**src/hw/flash_dev_pkg.sv**
```systemverilog
`default_nettype none

package flash_dev_pkg;

	////////////////////////////////////////
	// AT49BV512 as wired on the board
	////////////////////////////////////////

	// One flash byte
	typedef logic [7:0] flash_data_t;
	// A15 pulled low and the upper lines tied together, so 10 lines are driven
	typedef logic [9:0] flash_adr_t;
	// Buffer address, also the word index while programming
	typedef logic [8:0] buf_adr_t;
	// Free-running phase count of one slow period pair
	typedef logic [4:0] phase_cnt_t;

	// Flash-side outputs, all strobes active low
	typedef struct packed {
		logic        ce_b;
		logic        oe_b;
		logic        we_b;
		logic        outen_b;
		flash_data_t dout;
		flash_adr_t  adr;
	} fm_bus_t;

	// Enables derived from the phase count
	typedef struct packed {
		logic slow_en;
		logic neg_en;
		logic wen;
	} slow_phase_t;

	localparam int BUF_DEPTH = 512;

	// JEDEC unlock addresses, board images of 5555 and 2AAA
	localparam flash_adr_t FM_UNLOCK_ADR1 = 10'h155;
	localparam flash_adr_t FM_UNLOCK_ADR2 = 10'h2AA;

	// JEDEC command bytes
	localparam flash_data_t FM_CMD_AA    = 8'hAA;
	localparam flash_data_t FM_CMD_55    = 8'h55;
	localparam flash_data_t FM_CMD_80    = 8'h80;
	localparam flash_data_t FM_CMD_A0    = 8'hA0;
	localparam flash_data_t FM_CMD_ERASE = 8'h10;

	////////////////////////////////////////
	// Sequence lengths and timing
	////////////////////////////////////////

	localparam int ERASE_CYCLES    = 6;
	localparam int PRG_HEAD_CYCLES = 3;
	localparam int PRG_WORDS       = 448;
	// Both counted in slow cycles
	localparam int HOLD_CYCLES     = 128;
	localparam int CE_RELEASE      = 16;

	// Programmed words live in the upper half of the board window
	localparam flash_adr_t PRG_ADR_BASE = 10'h200;

	// Phase points inside the 32-count period
	localparam phase_cnt_t PHASE_SLOW_A  = 5'd0;
	localparam phase_cnt_t PHASE_SLOW_B  = 5'd16;
	localparam phase_cnt_t PHASE_NEG_A   = 5'd8;
	localparam phase_cnt_t PHASE_NEG_B   = 5'd24;
	// Write pulse windows, bounds inclusive
	localparam phase_cnt_t PHASE_WEN_A_LO = 5'd2;
	localparam phase_cnt_t PHASE_WEN_A_HI = 5'd9;
	localparam phase_cnt_t PHASE_WEN_B_LO = 5'd18;
	localparam phase_cnt_t PHASE_WEN_B_HI = 5'd25;

endpackage

`default_nettype wire

```
**src/hw/slow_phase_gen.sv**
```systemverilog
`default_nettype none

module slow_phase_gen (
	input  wire                        FASTCLK,
	input  wire                        le_rst,
	input  wire [4:0]                  clkcnt_i,
	output flash_dev_pkg::slow_phase_t phase_o
);

	import flash_dev_pkg::*;

	logic slow_hit;
	logic neg_hit;
	logic wen_hit;

	// Two slow periods per wrap of the 5-bit count
	assign slow_hit = (clkcnt_i == PHASE_SLOW_A) || (clkcnt_i == PHASE_SLOW_B);
	// Mid-period points, half a slow cycle later
	assign neg_hit = (clkcnt_i == PHASE_NEG_A) || (clkcnt_i == PHASE_NEG_B);

	// 8 counts wide, starting 2 counts after each slow point
	assign wen_hit = ((clkcnt_i >= PHASE_WEN_A_LO) && (clkcnt_i <= PHASE_WEN_A_HI)) ||
		((clkcnt_i >= PHASE_WEN_B_LO) && (clkcnt_i <= PHASE_WEN_B_HI));

	// Registered so every enable is a clean single FASTCLK cycle
	always_ff @(posedge FASTCLK or posedge le_rst) begin
		if (le_rst) begin
			phase_o <= '0;
		end else begin
			phase_o.slow_en <= slow_hit;
			phase_o.neg_en  <= neg_hit;
			phase_o.wen     <= wen_hit;
		end
	end

endmodule

`default_nettype wire

```
**config.mk**
```make
export PLATFORM = sky130hd
export DESIGN_NAME = slow_phase_gen
export DESIGN_NICKNAME = d
export VERILOG_FILES = /design/src/hw/flash_dev_pkg.sv /design/src/hw/slow_phase_gen.sv
export SDC_FILE = /design/constraint.sdc
export NUM_CORES = 1
export LEC_CHECK = 0
export ABC_AREA = 1
export BUFFER_PORTS_ARGS = -buffer_cell sky130_fd_sc_hd__buf_2
export CELL_PAD_IN_SITES_DETAIL_PLACEMENT = 2
export CELL_PAD_IN_SITES_GLOBAL_PLACEMENT = 2
export CORE_AREA = 2 2 39 41
export CTS_BUF_LIST = sky130_fd_sc_hd__clkbuf_8
export DETAILED_ROUTE_END_ITERATION = 6
export DIE_AREA = 0 0 41 43
export GPL_ROUTABILITY_DRIVEN = 0
export PLACE_DENSITY_LB_ADDON = 0.1
export SYNTH_ARGS = -nofsm -noshare
export SYNTH_HDL_FRONTEND = slang
export SYNTH_SLANG_ARGS = --single-unit
```
**constraint.sdc**
```tcl
create_clock -name FASTCLK -period 0.8 [get_ports FASTCLK]
set_input_delay 0 -clock FASTCLK [delete_from_list [all_inputs] [get_ports FASTCLK]]
set_output_delay 0 -clock FASTCLK [all_outputs]
set_load 0.005 [all_outputs]
```
==> flow_metrics.env <==
export IMPL_postLayoutCoreUtil_pct=17.5
export IMPL_slew_headroom_pct=89.8
export IMPL_fin_setup_tns_ns=0
export IMPL_clock_power_share_pct=67.1
export IMPL_netSwitchingFraction_pct=19.1
export IMPL_finish_net_count=37
export IMPL_wl_per_cell_um=7.91
export IMPL_cts_max_level=1
export IMPL_netlist_instances=16
export IMPL_cts_sinks=3
export IMPL_ir_drop_mv=0.479
export IMPL_die_w_um=41
export IMPL_yosys_register_bits=3
export IMPL_ant_nets=0
export IMPL_synth_nets=23
export IMPL_clockBufferDepth=2
export IMPL_path_cells="buf_2"
export IMPL_critical_path_depth=1
export IMPL_grt_max_degree=4
export IMPL_numCtsBuffers=3
export IMPL_reg_top3="phase_o (3)"
export IMPL_crit_path_start="phase_o[1]"
export IMPL_num_rows=14
export IMPL_die_area_mm2=0.00176
export IMPL_status="finished, final reports clean"
export IMPL_power_density_mw_per_mm2=2600
export IMPL_hold_violations=0
export IMPL_drc_errors=0
export IMPL_num_antenna_cells=0
export IMPL_p_seq_share_pct=25.6
export IMPL_max_freq_mhz=1480
export IMPL_critical_path_class="reg -> out"
export IMPL_regMostFlops="phase_o"
export IMPL_die_h_um=43
export IMPL_final_max_slew_viol_count=0
export IMPL_worst_pin_slew_ns=0.152
export IMPL_p_comb_share_pct=7.3
export IMPL_grt_pass1_wl_um=655
export IMPL_path_clk_slew_ns=0.03
export IMPL_slowest_stage="dfrtp_1"
export IMPL_crit_buf_inv=1
export IMPL_antenna_found_initial=0
export IMPL_period_needed_ns=0.678
export IMPL_start_kind="flip-flop"
export IMPL_p_int_w=0.000508
export IMPL_synth_cell_type_count=7
export IMPL_use_met3_pct=4.71
export IMPL_grt_overflow=0
export IMPL_syn2layout_area_growth_pct=91.1
export IMPL_drive_gt1_share_pct=44.8
export IMPL_p_switching_w=0.000120
export IMPL_placedCellCount=40
export IMPL_pre_cts_ws_ns=0.329
export IMPL_vias=131
export IMPL_core_area_mm2=0.00138
export IMPL_layout_setup_ws_ns=0.122
export IMPL_synth_seq_area_share_pct=59.4
export IMPL_synth_area_top_cells="dfrtp_1 59%, nand2_1 12%, inv_1 8.9%"
export IMPL_worst_path_largest_cell_delay_ns=0.35
export IMPL_drt_total_wl_um=356
export IMPL_io_buffers=8
export IMPL_initial_utilization_pct=9.13
export IMPL_cts_tree="done"
export IMPL_drt_pass1_iter_count=1
export IMPL_holdBufCountCts=1
export IMPL_power_leakage_nw=0.145
export IMPL_root_buffer="clkbuf_8"
export IMPL_hold_path_depth=4
export IMPL_max_cap_viol_count=0
export IMPL_period_share_pct=84.7
export IMPL_rsz0062_at_grt="false"
export IMPL_avgSynthCellArea_um2=7.90
export IMPL_synth_top_area_share_pct=59.4
export IMPL_critical_path_top_delay_family="flip-flops"
export IMPL_min_path_type="in -> reg"
export IMPL_grtUsageMet2_pct=8.44
export IMPL_cts_resized=0
export IMPL_syn_cell_area_um2=126
export IMPL_setup_viol=0
export IMPL_viasPerCell=2.91
export IMPL_synth_warnings=0
export IMPL_largest_reg_flops=3
export IMPL_cts_setup_buffers=0
export IMPL_grt_total_usage_pct=6.63
export IMPL_io_pins=10
export IMPL_endpoint="phase_o[1]"
export IMPL_arrival_ns=0.68
export IMPL_instances_no_fill=45
export IMPL_grt_pass1_vias=170
export IMPL_drt_initial_drc_count=0
export IMPL_worstPathRequired_ns=0.80
export IMPL_use_met1_pct=4.84
export IMPL_crit_fanout=1
export IMPL_synth_top_area_cell="dfrtp_1"
export IMPL_hpwl_um=285
export IMPL_cp_end_kind="output pin"
export IMPL_grt_busiest_layer="met4"
-- kinds of logic after synthesis --
| group | synth area share, % |
|---|---|
| simple gates | 21.8 |
| buf+inv | 14.9 |
| flops | 59.4 |
| compound gates | 3.96 |
-- Yosys cell counts --
master and n:
dfrtp_1 3, nor2_1 2, o21ai_0 1, inv_2 2, nand3_1 1, nand2_1 4
inv_1 3
-- power groups by stage --
stage	sequential, W	clock [W]	combinational, W
after floorplan	0.000164	0	0.0000168
after detailed placement	0.000163	0	0.0000433
final	0.000161	0.000421	0.0000456
after global routing	0.000161	0.000459	0.0000560
after global placement	0.000162	0	0.0000418
after CTS	0.000161	0.000441	0.0000471
-- per-stage QoR --
step / total power, W / hold slack (ns) / instance area, um^2
after floorplan: 0.000181 / -0.246 / 126
after CTS: 0.000649 / 0.0285 / 241
after detailed placement: 0.000206 / -0.127 / 186
final: 0.000628 / 0.0278 / 241
after global placement: 0.000204 / -0.134 / 186
after global routing: 0.000676 / 0.0524 / 241
-- final cells by class --
class                   instances  area, um^2
clock buffers                   3        41.3
clock inverters                 1        3.75
fillers                       163        1140
inverters                       5        18.8
multi-input cells               8        32.5
flip-flops and latches          3        75.1
well taps                      16        20.0
repair buffers                  9        50.0
-- cells in the final DEF (no fill, tap or decap) --
master / instances
inv_1: 4
dfrtp_1: 3
dlygate4sd3_1: 1
inv_2: 2
o21ai_0: 1
buf_2: 8
nor2_1: 2
nand3_1: 1
clkbuf_8: 3
nand2_1: 4
-- worst min-delay path by stage --
stage / from / endpoint / slack, ns
2_1_floorplan: le_rst / phase_o[0] / -0.25
3_3_place_gp: le_rst / phase_o[0] / -0.13
3_5_place_dp: le_rst / phase_o[0] / -0.13
4_1_cts: clkcnt_i[0] / phase_o[1] / 0.03
5_1_grt: clkcnt_i[3] / phase_o[1] / 0.05
6_report: clkcnt_i[0] / phase_o[1] / 0.03
-- routing by layer --
metal / part of all wire [%] / wire length (um)
met5: 0 / 0
met4: 0 / 0
met3: 11 / 38
met2: 51 / 180
met1: 38 / 137
Power figures use the tool's default switching activity.
