--- src/hw/flash_dev_pkg.sv ---
`default_nettype none

package flash_dev_pkg;

	////////////////////////////////////////
	// AT49BV512 as wired on the board
	////////////////////////////////////////

	// One flash byte
	typedef logic [7:0] flash_data_t;
	// A15 pulled low and the upper lines tied together, so 10 lines are driven
	typedef logic [9:0] flash_adr_t;
	// Buffer address, also the word index while programming
	typedef logic [8:0] buf_adr_t;
	// Free-running phase count of one slow period pair
	typedef logic [4:0] phase_cnt_t;

	// Flash-side outputs, all strobes active low
	typedef struct packed {
		logic        ce_b;
		logic        oe_b;
		logic        we_b;
		logic        outen_b;
		flash_data_t dout;
		flash_adr_t  adr;
	} fm_bus_t;

	// Enables derived from the phase count
	typedef struct packed {
		logic slow_en;
		logic neg_en;
		logic wen;
	} slow_phase_t;

	localparam int BUF_DEPTH = 512;

	// JEDEC unlock addresses, board images of 5555 and 2AAA
	localparam flash_adr_t FM_UNLOCK_ADR1 = 10'h155;
	localparam flash_adr_t FM_UNLOCK_ADR2 = 10'h2AA;

	// JEDEC command bytes
	localparam flash_data_t FM_CMD_AA    = 8'hAA;
	localparam flash_data_t FM_CMD_55    = 8'h55;
	localparam flash_data_t FM_CMD_80    = 8'h80;
	localparam flash_data_t FM_CMD_A0    = 8'hA0;
	localparam flash_data_t FM_CMD_ERASE = 8'h10;

	////////////////////////////////////////
	// Sequence lengths and timing
	////////////////////////////////////////

	localparam int ERASE_CYCLES    = 6;
	localparam int PRG_HEAD_CYCLES = 3;
	localparam int PRG_WORDS       = 448;
	// Both counted in slow cycles
	localparam int HOLD_CYCLES     = 128;
	localparam int CE_RELEASE      = 16;

	// Programmed words live in the upper half of the board window
	localparam flash_adr_t PRG_ADR_BASE = 10'h200;

	// Phase points inside the 32-count period
	localparam phase_cnt_t PHASE_SLOW_A  = 5'd0;
	localparam phase_cnt_t PHASE_SLOW_B  = 5'd16;
	localparam phase_cnt_t PHASE_NEG_A   = 5'd8;
	localparam phase_cnt_t PHASE_NEG_B   = 5'd24;
	// Write pulse windows, bounds inclusive
	localparam phase_cnt_t PHASE_WEN_A_LO = 5'd2;
	localparam phase_cnt_t PHASE_WEN_A_HI = 5'd9;
	localparam phase_cnt_t PHASE_WEN_B_LO = 5'd18;
	localparam phase_cnt_t PHASE_WEN_B_HI = 5'd25;

endpackage

`default_nettype wire

--- src/hw/vme_cmd_pkg.sv ---
`default_nettype none

package vme_cmd_pkg;

	typedef logic [9:0]  vme_cmd_t;
	typedef logic [15:0] vme_data_t;

	// Request fields from the bus master, stable while strobe is high
	typedef struct packed {
		logic      strobe;
		logic      write_b;
		logic      device;
		vme_cmd_t  command;
		vme_data_t indata;
	} vme_req_t;

	// Response back to the master, dtack_b is an active-low level
	typedef struct packed {
		logic      dtack_b;
		vme_data_t outdata;
	} vme_rsp_t;

	////////////////////////////////////////
	// Command codes
	////////////////////////////////////////

	localparam vme_cmd_t CMD_INIT       = 10'd0;
	localparam vme_cmd_t CMD_LOAD       = 10'd1;
	localparam vme_cmd_t CMD_PROGRAM    = 10'd2;
	localparam vme_cmd_t CMD_READ_RAM   = 10'd3;
	localparam vme_cmd_t CMD_ERASE      = 10'd5;
	localparam vme_cmd_t CMD_READ_FLASH = 10'd6;

	// One-cycle pulses first, then the two read levels
	typedef struct packed {
		logic init;
		logic erase;
		logic prog;
		logic load;
		logic read_adv;
		logic rd_ram;
		logic rd_flash;
	} cmd_pulses_t;

endpackage

`default_nettype wire

--- src/hw/vme_cmd_decode.sv ---
`default_nettype none

module vme_cmd_decode (
	input  wire                        FASTCLK,
	input  wire                        le_rst,
	input  wire vme_cmd_pkg::vme_req_t req_i,
	input  wire flash_dev_pkg::slow_phase_t phase_i,
	input  wire flash_dev_pkg::flash_data_t buf_data_i,
	input  wire flash_dev_pkg::flash_data_t fm_din_i,
	input  wire                        busy_i,
	output vme_cmd_pkg::cmd_pulses_t   cmd_o,
	output vme_cmd_pkg::vme_rsp_t      rsp_o
);

	import vme_cmd_pkg::*;

	logic       is_init;
	logic       is_load;
	logic       is_prog;
	logic       is_erase;
	logic       is_rd_ram;
	logic       is_rd_flash;
	logic       stb_q;
	logic       stb_rise;
	logic       init_p;
	logic       erase_p;
	logic       prog_p;
	logic       ack_q;
	logic       ld_lvl;
	logic [2:0] ld_sh;
	logic       rd_ram_lvl;
	logic       rd_flash_lvl;
	logic       rd_lvl;
	logic       rd_q;
	logic [1:0] rd_sh;

	////////////////////////////////////////
	// Command match
	////////////////////////////////////////

	assign is_init     = req_i.device && (req_i.command == CMD_INIT);
	assign is_load     = req_i.device && (req_i.command == CMD_LOAD);
	assign is_prog     = req_i.device && (req_i.command == CMD_PROGRAM);
	assign is_erase    = req_i.device && (req_i.command == CMD_ERASE);
	assign is_rd_ram   = req_i.device && (req_i.command == CMD_READ_RAM);
	assign is_rd_flash = req_i.device && (req_i.command == CMD_READ_FLASH);

	assign stb_rise     = req_i.strobe && !stb_q;
	assign ld_lvl       = req_i.strobe && is_load;
	// Reads only count when the master is reading
	assign rd_ram_lvl   = req_i.strobe && req_i.write_b && is_rd_ram;
	assign rd_flash_lvl = req_i.strobe && req_i.write_b && is_rd_flash;
	assign rd_lvl       = rd_ram_lvl || rd_flash_lvl;

	always_ff @(posedge FASTCLK or posedge le_rst) begin
		if (le_rst) begin
			stb_q   <= 1'b0;
			init_p  <= 1'b0;
			erase_p <= 1'b0;
			prog_p  <= 1'b0;
			ack_q   <= 1'b0;
			rd_q    <= 1'b0;
			ld_sh   <= '0;
			rd_sh   <= '0;
		end else begin
			stb_q   <= req_i.strobe;
			// Leading-edge pulses, one cycle after strobe rises
			init_p  <= stb_rise && is_init;
			erase_p <= stb_rise && is_erase;
			prog_p  <= stb_rise && is_prog;
			// Acknowledge held until strobe drops, ignored commands too
			ack_q   <= req_i.strobe && (ack_q || init_p || erase_p || prog_p);
			rd_q    <= rd_lvl;
			// Load stages step on slow_en, first stage marks the write
			if (!ld_lvl) begin
				ld_sh <= '0;
			end else if (phase_i.slow_en) begin
				ld_sh <= {ld_sh[1:0], 1'b1};
			end
			// Read data settles one slow_en in, acknowledged at the next neg_en
			if (!rd_lvl) begin
				rd_sh <= '0;
			end else begin
				if (phase_i.slow_en) begin
					rd_sh[0] <= 1'b1;
				end
				if (phase_i.neg_en) begin
					rd_sh[1] <= rd_sh[0];
				end
			end
		end
	end

	assign cmd_o.init     = init_p;
	// Erase and program are dropped while a sequence runs
	assign cmd_o.erase    = erase_p && !busy_i;
	assign cmd_o.prog     = prog_p && !busy_i;
	// Load is a single cycle lined up with slow_en
	assign cmd_o.load     = ld_lvl && phase_i.slow_en && !ld_sh[0];
	// Falling strobe of a read moves to the next word
	assign cmd_o.read_adv = rd_q && !rd_lvl;
	assign cmd_o.rd_ram   = rd_ram_lvl;
	assign cmd_o.rd_flash = rd_flash_lvl;

	assign rsp_o.dtack_b = !(ack_q || (ld_lvl && ld_sh[2]) || (rd_lvl && rd_sh[1]));

	// Upper byte always zero
	always_comb begin
		rsp_o.outdata = '0;
		if (rd_ram_lvl) begin
			rsp_o.outdata[7:0] = buf_data_i;
		end else if (rd_flash_lvl) begin
			rsp_o.outdata[7:0] = fm_din_i;
		end
	end

endmodule

`default_nettype wire

--- config.mk ---
export PLATFORM = sky130hd
export DESIGN_NAME = vme_cmd_decode
export DESIGN_NICKNAME = d
export VERILOG_FILES = /design/src/hw/flash_dev_pkg.sv /design/src/hw/vme_cmd_pkg.sv /design/src/hw/vme_cmd_decode.sv
export SDC_FILE = /design/constraint.sdc
export NUM_CORES = 1
export LEC_CHECK = 0
export BUFFER_PORTS_ARGS = -buffer_cell sky130_fd_sc_hd__buf_2
export CORE_MARGIN = 5
export CORE_UTILIZATION = 31
export CTS_CLUSTER_SIZE = 10
export DETAILED_ROUTE_END_ITERATION = 10
export GPL_ROUTABILITY_DRIVEN = 0
export PLACE_DENSITY = 0.74
export SKIP_LAST_GASP = 1
export SYNTH_ARGS = -nofsm -noshare
export SYNTH_HDL_FRONTEND = slang
export SYNTH_SLANG_ARGS = --single-unit
--- constraint.sdc ---
create_clock -name FASTCLK -period 1.03 [get_ports FASTCLK]
set_input_delay 0.0515 -clock FASTCLK [delete_from_list [all_inputs] [get_ports FASTCLK]]
set_output_delay 0.0515 -clock FASTCLK [all_outputs]
set_load 0.02 [all_outputs]
==> metrics.yaml <==
run_status:
  outcome: "complete, but fails checks"
  violations: "setup timing"
worst_setup_path:
  path_max_fanout: 2
  slowest_delay_ns: 0.40
  start_kind: "register"
  required_ns: 0.98
  crit_path_end_kind: "primary output"
  cp.arrival_ns: 1.23
  critPathKind: "reg -> out"
  worstReg2RegStart: "erase_p$_DFF_PP0_"
  cp-startpoint: "ld_sh[2]$_DFFE_PP0P_"
  crit_chain: "a32o_1, a41oi_2, buf_4"
  crit_slowest_cell: "dfrtp_1"
placement:
  dp_hpwl_mm: 1.74
  io_buffers: 49
  dp.cells: 162
  dp_slack_ns: -0.289
floorplan:
  rows: 17
  die_h_um: 59.1
  start_util: 0.332
  core_um2: 2250
  boundaryPins: 75
  dieArea_um2: 3500
  die_width_um: 59.1
timing:
  clock-skew-final_ns: 0.000376
  setup-tns-final_ns: -1.60
  hold_violations: 0
  setup_slack_ns: -0.250
  rsz0062_at_grt: "true"
  setup_viol: 12
  slew_viol_final: 0
  timing.hold.ws_ns: 0.0414
  post-route-period-util: 1.24
  max_freq_mhz: 781
  fin_crit_ns: 1.28
synthesis:
  netlist_instances: 82
  yosysTopAreaCell: "dfrtp_1"
  synth_area_um2: 748
  synth.distinct_cells: 28
  seq_area_frac_synth: 0.368
  avgSynthCellArea_um2: 9.12
  yosys_register_bits: 11
  yosysWarnings: 0
  synth_top_area_frac: 0.368
  synth_area_leaders: "dfrtp_1, buf_4, a22oi_1, nor2_1, mux2i_1"
clocking:
  root_buffer: "clkbuf_4"
  path_clk_slew_ns: 0.07
  cts_sinks: 11
  htreeDepth: 1
  insertion_delay_ns: 0.26
  cts_tree: "done"
  clockBufferDepth: 2
  cts_buffers: 3
detailed_routing:
  routed_wl_mm: 2.52
  drtIter0Drc: 13
  final_antenna_net_count: 0
  drc_errors: 0
  vias: 851
  first_pass_iters: 4
  routed_via_density: 4.73
  wl_per_cell_um: 14.0
grt:
  grt_max_degree: 12
  grt_pass1_vias: 900
  grt_util_all_layers: 0.139
  grt_overflow: 0
  grt_first_pass_wirelength_mm: 3.73
  antenna_found_initial: 0
power_and_ir_drop:
  power_leakage_nw: 0.674
  ir_worst_vdd_mv: 0.580
  power_density_nw_per_um2: 692
layout:
  drive_above_1_share: 0.658
  layout_common_cells: "buf_2, buf_4, buf_6"
  final_common_cell: "buf_2"
  finalNetCount: 204
  area_growth_pct: 89.6
  layoutNonFillerInstCount: 180
  diodes: 0
worst_hold_path:
  hp-class: "in -> reg"
  hp-start: "req_i[28]"
run:
  maxCapViolCount: 0
[layout make-up]
| cell class | instances | area, µm² |
|---|---|---|
| Fill cell | 172 | 836 |
| Multi-Input combinational cell | 63 | 553 |
| Timing Repair Buffer | 73 | 524 |
| Sequential cell | 11 | 275 |
| Tap cell | 28 | 35.0 |
| Clock buffer | 3 | 22.5 |
| Clock inverter | 1 | 5.00 |
| Inverter | 1 | 3.75 |
[through the flow]
step / cell area (µm²) / util / power [mW]
after global placement: 1060 / 0.469 / 0.642
after detailed placement: 1060 / 0.469 / 0.647
final: 1420 / 0.629 / 0.981
after global routing: 1420 / 0.629 / 1.05
after CTS: 1180 / 0.526 / 0.957
after floorplan: 795 / - / 0.565
[synthesized netlist by cell type (all sizes together)]
master and n:
a22oi 8, dfrtp 11, and2 1, nor3b 5
o41a 1, conb 1, nor4b 1, nor4 2
nor3 3, nand3 1, xor2 1, nand4 2
and2b 1, nand2 3, nor2b 4, inv 1
clkbuf 1, a41oi 1, a32o 1, nor2 15
buf 14, o21a 1, mux2i 3
[flip-flops by register name (all words and copies together) (netlist names)]
signal   flops
stb_q        1
ack_q        1
rd_q         1
init_p       1
rd_sh        2
erase_p      1
prog_p       1
ld_sh        3
[report_power, final]
group	leakage [nW]	switching, mW	internal, mW
combinational	0.505	0.141	0.120
sequential	0.151	0.00195	0.434
clock	0.0177	0.141	0.144
[layer usage]
metal	GRT usage	up-vias	wire, µm
li1	-	415	-
met1	0.161	387	935
met2	0.237	47	1260
met3	0.0545	2	296
met4	0.0388	0	24
met5	0	-	0
[kinds of logic after synthesis]
group,after synthesis,share of synthesized area
XOR/XNOR,1,0.0117
multiplexers,3,0.0401
other,1,0.00501
flip-flops,11,0.368
AO/OA/AOI/OAI,12,0.130
AND/OR/NAND/NOR,38,0.306
buffers and inverters,16,0.139
[worst max-delay path: cells and delay by family, from the launching register on]
family                 cells  cell delay, ns
AOI/OAI and AO/OA          2            0.40
buffers and inverters      1            0.17
DFF                        1            0.40
[path summary, 6_finish.rpt]
| check | depth (start not counted) | to | slack (ns) |
|---|---|---|---|
| min in group asynchronous | 3 | init_p$_DFF_PP0_ | 0.31 |
| max in group asynchronous | 3 | rd_sh[1]$_DFFE_PP0P_ | 0.43 |
| setup / recovery | 3 | rsp_o[16] | -0.25 |
| hold / removal | 2 | stb_q$_DFF_PP0_ | 0.04 |
| setup reg to reg | 2 | ack_q$_DFF_PP0_ | 0.06 |
| hold reg to reg | 1 | init_p$_DFF_PP0_ | 0.48 |
[what timing repair did]
action	in CTS	in global routing
gates cloned	0	1
setup endpoints to repair	13	17
hold buffers	1	0
gates resized for setup	14	44
hold endpoints to repair	11	0
setup buffers	4	8
pin swaps	6	13
(Power assumes the default switching activity.)
