--- config.mk ---
export PLATFORM = sky130hd
export DESIGN_NAME = flash_sequencer
export DESIGN_NICKNAME = d
export VERILOG_FILES = /design/src/hw/flash_dev_pkg.sv /design/src/hw/vme_cmd_pkg.sv /design/src/hw/flash_sequencer.sv
export SDC_FILE = /design/constraint.sdc
export NUM_CORES = 1
export LEC_CHECK = 0
export BUFFER_PORTS_ARGS = -buffer_cell sky130_fd_sc_hd__buf_2
export CORE_UTILIZATION = 25
export CTS_CLUSTER_DIAMETER = 200
export DETAILED_ROUTE_END_ITERATION = 8
export PLACE_DENSITY = 0.44
export SLEW_MARGIN = 15
export SYNTH_ARGS = -nofsm -noshare
export SYNTH_HDL_FRONTEND = slang
export SYNTH_SLANG_ARGS = --single-unit
export TNS_END_PERCENT = 100
--- constraint.sdc ---
create_clock -name FASTCLK -period 1.86 [get_ports FASTCLK]
set_clock_uncertainty 0.2 [all_clocks]
set_input_delay 0.465 -clock FASTCLK [delete_from_list [all_inputs] [get_ports FASTCLK]]
set_output_delay 0.465 -clock FASTCLK [all_outputs]
set_load 0.01 [all_outputs]
--- src/hw/flash_dev_pkg.sv ---
`default_nettype none

package flash_dev_pkg;

	////////////////////////////////////////
	// AT49BV512 as wired on the board
	////////////////////////////////////////

	// One flash byte
	typedef logic [7:0] flash_data_t;
	// A15 pulled low and the upper lines tied together, so 10 lines are driven
	typedef logic [9:0] flash_adr_t;
	// Buffer address, also the word index while programming
	typedef logic [8:0] buf_adr_t;
	// Free-running phase count of one slow period pair
	typedef logic [4:0] phase_cnt_t;

	// Flash-side outputs, all strobes active low
	typedef struct packed {
		logic        ce_b;
		logic        oe_b;
		logic        we_b;
		logic        outen_b;
		flash_data_t dout;
		flash_adr_t  adr;
	} fm_bus_t;

	// Enables derived from the phase count
	typedef struct packed {
		logic slow_en;
		logic neg_en;
		logic wen;
	} slow_phase_t;

	localparam int BUF_DEPTH = 512;

	// JEDEC unlock addresses, board images of 5555 and 2AAA
	localparam flash_adr_t FM_UNLOCK_ADR1 = 10'h155;
	localparam flash_adr_t FM_UNLOCK_ADR2 = 10'h2AA;

	// JEDEC command bytes
	localparam flash_data_t FM_CMD_AA    = 8'hAA;
	localparam flash_data_t FM_CMD_55    = 8'h55;
	localparam flash_data_t FM_CMD_80    = 8'h80;
	localparam flash_data_t FM_CMD_A0    = 8'hA0;
	localparam flash_data_t FM_CMD_ERASE = 8'h10;

	////////////////////////////////////////
	// Sequence lengths and timing
	////////////////////////////////////////

	localparam int ERASE_CYCLES    = 6;
	localparam int PRG_HEAD_CYCLES = 3;
	localparam int PRG_WORDS       = 448;
	// Both counted in slow cycles
	localparam int HOLD_CYCLES     = 128;
	localparam int CE_RELEASE      = 16;

	// Programmed words live in the upper half of the board window
	localparam flash_adr_t PRG_ADR_BASE = 10'h200;

	// Phase points inside the 32-count period
	localparam phase_cnt_t PHASE_SLOW_A  = 5'd0;
	localparam phase_cnt_t PHASE_SLOW_B  = 5'd16;
	localparam phase_cnt_t PHASE_NEG_A   = 5'd8;
	localparam phase_cnt_t PHASE_NEG_B   = 5'd24;
	// Write pulse windows, bounds inclusive
	localparam phase_cnt_t PHASE_WEN_A_LO = 5'd2;
	localparam phase_cnt_t PHASE_WEN_A_HI = 5'd9;
	localparam phase_cnt_t PHASE_WEN_B_LO = 5'd18;
	localparam phase_cnt_t PHASE_WEN_B_HI = 5'd25;

endpackage

`default_nettype wire

--- src/hw/vme_cmd_pkg.sv ---
`default_nettype none

package vme_cmd_pkg;

	typedef logic [9:0]  vme_cmd_t;
	typedef logic [15:0] vme_data_t;

	// Request fields from the bus master, stable while strobe is high
	typedef struct packed {
		logic      strobe;
		logic      write_b;
		logic      device;
		vme_cmd_t  command;
		vme_data_t indata;
	} vme_req_t;

	// Response back to the master, dtack_b is an active-low level
	typedef struct packed {
		logic      dtack_b;
		vme_data_t outdata;
	} vme_rsp_t;

	////////////////////////////////////////
	// Command codes
	////////////////////////////////////////

	localparam vme_cmd_t CMD_INIT       = 10'd0;
	localparam vme_cmd_t CMD_LOAD       = 10'd1;
	localparam vme_cmd_t CMD_PROGRAM    = 10'd2;
	localparam vme_cmd_t CMD_READ_RAM   = 10'd3;
	localparam vme_cmd_t CMD_ERASE      = 10'd5;
	localparam vme_cmd_t CMD_READ_FLASH = 10'd6;

	// One-cycle pulses first, then the two read levels
	typedef struct packed {
		logic init;
		logic erase;
		logic prog;
		logic load;
		logic read_adv;
		logic rd_ram;
		logic rd_flash;
	} cmd_pulses_t;

endpackage

`default_nettype wire

--- src/hw/flash_sequencer.sv ---
`default_nettype none

module flash_sequencer (
	input  wire                        FASTCLK,
	input  wire                        le_rst,
	input  wire flash_dev_pkg::slow_phase_t phase_i,
	input  wire vme_cmd_pkg::cmd_pulses_t   cmd_i,
	input  wire flash_dev_pkg::flash_data_t buf_data_i,
	output flash_dev_pkg::buf_adr_t    radr_o,
	output logic                       busy_o,
	output flash_dev_pkg::fm_bus_t     fm_o
);

	import flash_dev_pkg::*;

	logic                              erase_pend;
	logic [ERASE_CYCLES-1:0]           ersh;
	logic                              erase_end;
	logic                              prg_pend;
	logic [PRG_HEAD_CYCLES:0]          phd;
	logic                              hold_run;
	logic [$clog2(HOLD_CYCLES)-1:0]    hold_cnt;
	logic                              hold_end;
	logic                              last_word;
	logic                              bgn_word;
	logic                              ce_wr;
	logic                              active;
	buf_adr_t                          wcnt;
	logic                              wr_cycle;
	logic                              rd_cycle;
	flash_adr_t                        word_adr;

	assign erase_end = ersh[ERASE_CYCLES-1];
	assign hold_end  = hold_run && (int'(hold_cnt) == HOLD_CYCLES - 1);
	// All words written once the index passes the last one
	assign last_word = (int'(wcnt) == PRG_WORDS);
	// First word from the pending start, later ones when the hold runs out
	assign bgn_word  = prg_pend || (hold_end && !last_word);

	////////////////////////////////////////
	// Erase and program sequencers
	////////////////////////////////////////

	always_ff @(posedge FASTCLK or posedge le_rst) begin
		if (le_rst) begin
			erase_pend <= 1'b0;
			prg_pend   <= 1'b0;
			ersh       <= '0;
			phd        <= '0;
			hold_run   <= 1'b0;
			hold_cnt   <= '0;
			ce_wr      <= 1'b0;
			active     <= 1'b0;
			wcnt       <= '0;
		end else if (cmd_i.init) begin
			// Init aborts whatever is running
			erase_pend <= 1'b0;
			prg_pend   <= 1'b0;
			ersh       <= '0;
			phd        <= '0;
			hold_run   <= 1'b0;
			hold_cnt   <= '0;
			ce_wr      <= 1'b0;
			active     <= 1'b0;
			wcnt       <= '0;
		end else begin
			// Starts wait for the next slow_en
			if (cmd_i.erase) begin
				erase_pend <= 1'b1;
			end else if (phase_i.slow_en) begin
				erase_pend <= 1'b0;
			end
			if (cmd_i.prog) begin
				prg_pend <= 1'b1;
			end else if (phase_i.slow_en) begin
				prg_pend <= 1'b0;
			end

			// Output enable covers the whole erase or program run
			if (cmd_i.erase || cmd_i.prog) begin
				active <= 1'b1;
			end else if (phase_i.slow_en && (erase_end || (hold_end && last_word))) begin
				active <= 1'b0;
			end

			// Word index shared by programming and both readbacks
			if (cmd_i.prog) begin
				wcnt <= '0;
			end else if (cmd_i.read_adv || (phase_i.slow_en && phd[PRG_HEAD_CYCLES])) begin
				wcnt <= wcnt + 1'b1;
			end

			if (phase_i.slow_en) begin
				// One-hot stage shifts
				ersh <= {ersh[ERASE_CYCLES-2:0], erase_pend};
				phd  <= {phd[PRG_HEAD_CYCLES-1:0], bgn_word};

				// Hold timer starts after the data stage
				if (phd[PRG_HEAD_CYCLES]) begin
					hold_run <= 1'b1;
					hold_cnt <= '0;
				end else if (hold_end) begin
					hold_run <= 1'b0;
					hold_cnt <= '0;
				end else if (hold_run) begin
					hold_cnt <= hold_cnt + 1'b1;
				end

				// Chip enable for writes, released early in the hold
				if (erase_pend || bgn_word) begin
					ce_wr <= 1'b1;
				end else if (erase_end || (hold_run && (int'(hold_cnt) == CE_RELEASE - 1))) begin
					ce_wr <= 1'b0;
				end
			end
		end
	end

	assign busy_o   = active;
	assign radr_o   = wcnt;
	assign wr_cycle = (|ersh) || (|phd);
	// Direct reads stay off the bus during a write run
	assign rd_cycle = cmd_i.rd_flash && !active;
	assign word_adr = PRG_ADR_BASE + flash_adr_t'(wcnt);

	////////////////////////////////////////
	// Flash bus multiplexer
	////////////////////////////////////////

	always_comb begin
		fm_o.ce_b    = !(ce_wr || rd_cycle);
		fm_o.oe_b    = !rd_cycle;
		// Write pulse shaped by the phase window
		fm_o.we_b    = !(phase_i.wen && wr_cycle);
		fm_o.outen_b = !active;
		fm_o.dout    = '0;
		fm_o.adr     = '0;
		// Erase: AA 55 80 AA 55 10
		if (ersh[0] || ersh[3]) begin
			fm_o.adr  = FM_UNLOCK_ADR1;
			fm_o.dout = FM_CMD_AA;
		end else if (ersh[1] || ersh[4]) begin
			fm_o.adr  = FM_UNLOCK_ADR2;
			fm_o.dout = FM_CMD_55;
		end else if (ersh[2]) begin
			fm_o.adr  = FM_UNLOCK_ADR1;
			fm_o.dout = FM_CMD_80;
		end else if (ersh[5]) begin
			fm_o.adr  = FM_UNLOCK_ADR1;
			fm_o.dout = FM_CMD_ERASE;
		// Program header AA 55 A0
		end else if (phd[0]) begin
			fm_o.adr  = FM_UNLOCK_ADR1;
			fm_o.dout = FM_CMD_AA;
		end else if (phd[1]) begin
			fm_o.adr  = FM_UNLOCK_ADR2;
			fm_o.dout = FM_CMD_55;
		end else if (phd[2]) begin
			fm_o.adr  = FM_UNLOCK_ADR1;
			fm_o.dout = FM_CMD_A0;
		end else if (phd[PRG_HEAD_CYCLES]) begin
			fm_o.adr  = word_adr;
			fm_o.dout = buf_data_i;
		end else if (rd_cycle) begin
			fm_o.adr = word_adr;
		end
	end

endmodule

`default_nettype wire

==> results.ini <==
[synthesis]
synth_edf_count=0
ys_async_sr_fraction_pct=100
synthesis.nets=240
synthFlopType=dfrtp_1
ys_types=40
syn_inst=217
seq_area_frac_synth_pct=42.1
ys_ff_latch=31
syn_area_per_cell_sq_um=8.49
syn_area_sq_mm=0.00184
yosys_warnings=0

[timing]
hold_viol_final=0
setup_viol=19
fin_crit_sh_pct=119
period_needed_ns=2.21
worst_pin_slew_ns=0.425
slew_headroom_pct=71.7
worst_slack_ns=-0.353
drv_slew=0
fmax_mhz=452
rsz0062_at_grt=true

[floorplan]
fp.dieH_um=87.8
io_pins=52
start_util_pct=26.5
die_w_um=87.8
rows=30
core_sq_mm=0.00694
die_area_sq_mm=0.00771

[final_layout]
most-common-layout-cells=buf_2 (48), nor2_1 (33), buf_4 (33), dfrtp_1 (31), a21oi_1 (25)
nets=321
multi_input_area_sq_mm=0.00105
n_fill_cell=750
fin_area_sq_mm=0.00257
drive_above_1_share_pct=37.0
seq_area_sq_um=776
final_common_cell=buf_2
area_growth_pct=39.6
n_antenna_cell=0

[cts]
cts_hold_buf=0
cts_tree=built
clk_latency_ns=0.27
cts_sinks=31
htreeDepth=2
clkTransAtPathRegs_ns=0.06
clock-root-buffer=clkbuf_8
clock_path_buffers=2
cts_made_buffers=5

[global_routing]
grtUsageTotal_pct=14.6
grt-ovfl-total=0
grt_max_degree=32
grt_pass1_vias=1747
grt_pass1_wl_mm=8.68
antenna_found_initial=0

[setup_path]
cp.arrival_ns=1.55
rrSetupSlack_ns=0.16
cp-end-kind=output port
path_cells=or2_4, or3_4, o21ai_1, buf_2
cp_num_buf_inv=1
worstSetupStartpointType=flop
cp_slowest_cell=dfrtp_1
critical_path_class=flop to output port
slowest_delay_ns=0.41
critPathTopFamily=simple AND/OR/NAND/NOR gates
crit_path_max_fanout=4
worst_ep_required_time_ns=1.19

[min_path]
hp-class=input port to asynchronous set/reset pin

[drt]
drtIter0Drc=116
ant_nets=0
totalWireLength_mm=5.37
drc=0
via_per_inst=4.69
dr.pass1.iters=4
wl_per_cell_um=13.7
vias=1845

[placement]
place_hpwl_mm=4.03
place_congestion=0.779
dp_slack_ns=-0.134
port_buffers=48
post_dp_cell_area_sq_mm=0.00239

[pwr]
total_power_mw=1.49
leakagePower_nw=1.27
pwr_density_cell_mw_per_mm2=579
ir_worst_vdd_v=0.000308

[flow_run]
drv_cap=0

[outcome]
failed_checks=setup timing
status=complete, but fails checks

[worst register-to-register path, stage by stage, from the launching register on]
cell	delay, ns
dfrtp_1	0.39
ha_1	0.20
nand4_1	0.18
nor2_1	0.23
a21oi_1	0.12
a311oi_1	0.28
[power breakdown]
group | total [mW] | switching [mW] | leakage [nW] | internal, mW
Clock | 0.479 | 0.230 | 0.0371 | 0.249
Combinational | 0.300 | 0.168 | 0.810 | 0.132
Sequential | 0.710 | 0.0170 | 0.424 | 0.693
[synthesized netlist by cell type, types with 3 or more instances]
master,count,area (sq um)
a311oi_1,3,26.3
nor2_1,34,128
ha_1,3,37.5
buf_2,4,20.0
nor3_1,4,20.0
dfrtp_1,31,776
a21oi_1,28,140
and3_1,3,18.8
o21ai_0,26,130
nand2_1,9,33.8
nand3_1,8,40.0
nand4_1,5,31.3
mux2i_1,9,90.1
xor2_1,10,87.6
buf_1,3,11.3
inv_1,8,30.0
[kinds of logic after synthesis]
group	count (synthesis)	synth area share, %
compound gates	70	22.0
fa+ha+maj	3	2.04
buf+inv	18	4.55
simple gates	76	19.6
flops	31	42.1
mux	9	4.89
xor+xnor	10	4.76
[worst paths after layout]
check                      depth (start not counted)                      to                     from
setup / recovery                                   4                fm_o[13]      ersh[4]$_DFFE_PP0P_
hold / removal                                     3   radr_o[4]$_DFFE_PP0P_                   le_rst
setup reg to reg                                   5       ce_wr$_DFFE_PP0P_  hold_cnt[1]$_DFFE_PP0P_
hold reg to reg                                    2    prg_pend$_DFFE_PP0P_     prg_pend$_DFFE_PP0P_
max in group asynchronous                          3     ersh[0]$_DFFE_PP0P_                   le_rst
min in group FASTCLK                               3  erase_pend$_DFFE_PP0P_                 cmd_i[5]
[sequential cells by signal (all words and copies together) (netlist names)]
register    flops
ce_wr           1
prg_pend        1
radr_o          9
busy_o          1
phd             4
ersh            6
erase_pend      1
hold_run        1
hold_cnt        7
[final cells by class]
class / instances / share of cell area, %
Multi-Input combinational cell: 168 / 40.9
Sequential cell: 31 / 30.2
Timing Repair Buffer: 84 / 20.3
Tap cell: 96 / 4.67
Clock buffer: 6 / 2.82
Inverter: 8 / 1.17
[routing by layer]
| metal | vias to the layer above | wire, um | share of wire [%] | track usage, % |
|---|---|---|---|---|
| met5 | - | 0 | 0 | 0 |
| li1 | 927 | - | - | - |
| met4 | 0 | 86 | 1.6 | 4.77 |
| met3 | 8 | 238 | 4.4 | 2.64 |
| met1 | 858 | 2790 | 52 | 21.3 |
| met2 | 52 | 2260 | 42 | 21.8 |
[stage by stage]
step	hold slack [ns]	cells	TNS (ns)	util, %
after global placement	0.300	382	-0.921	34.4
final	0.0680	393	-5.42	37.0
after global routing	0.109	393	-7.18	37.0
after detailed placement	0.307	382	-1.00	34.4
after floorplan	0.271	217	-0.0824	-
after CTS	0.0830	392	-5.76	36.6
[what timing repair did]
| action | CTS | global route |
|---|---|---|
| setup endpoints to repair | 19 | 20 |
| pin swaps | 10 | 2 |
| gates resized for setup | 19 | 6 |
| setup buffers | 5 | 1 |
| endpoints found under the hold margin | 0 | 0 |
No activity file was read; power rests on OpenSTA's default activity.
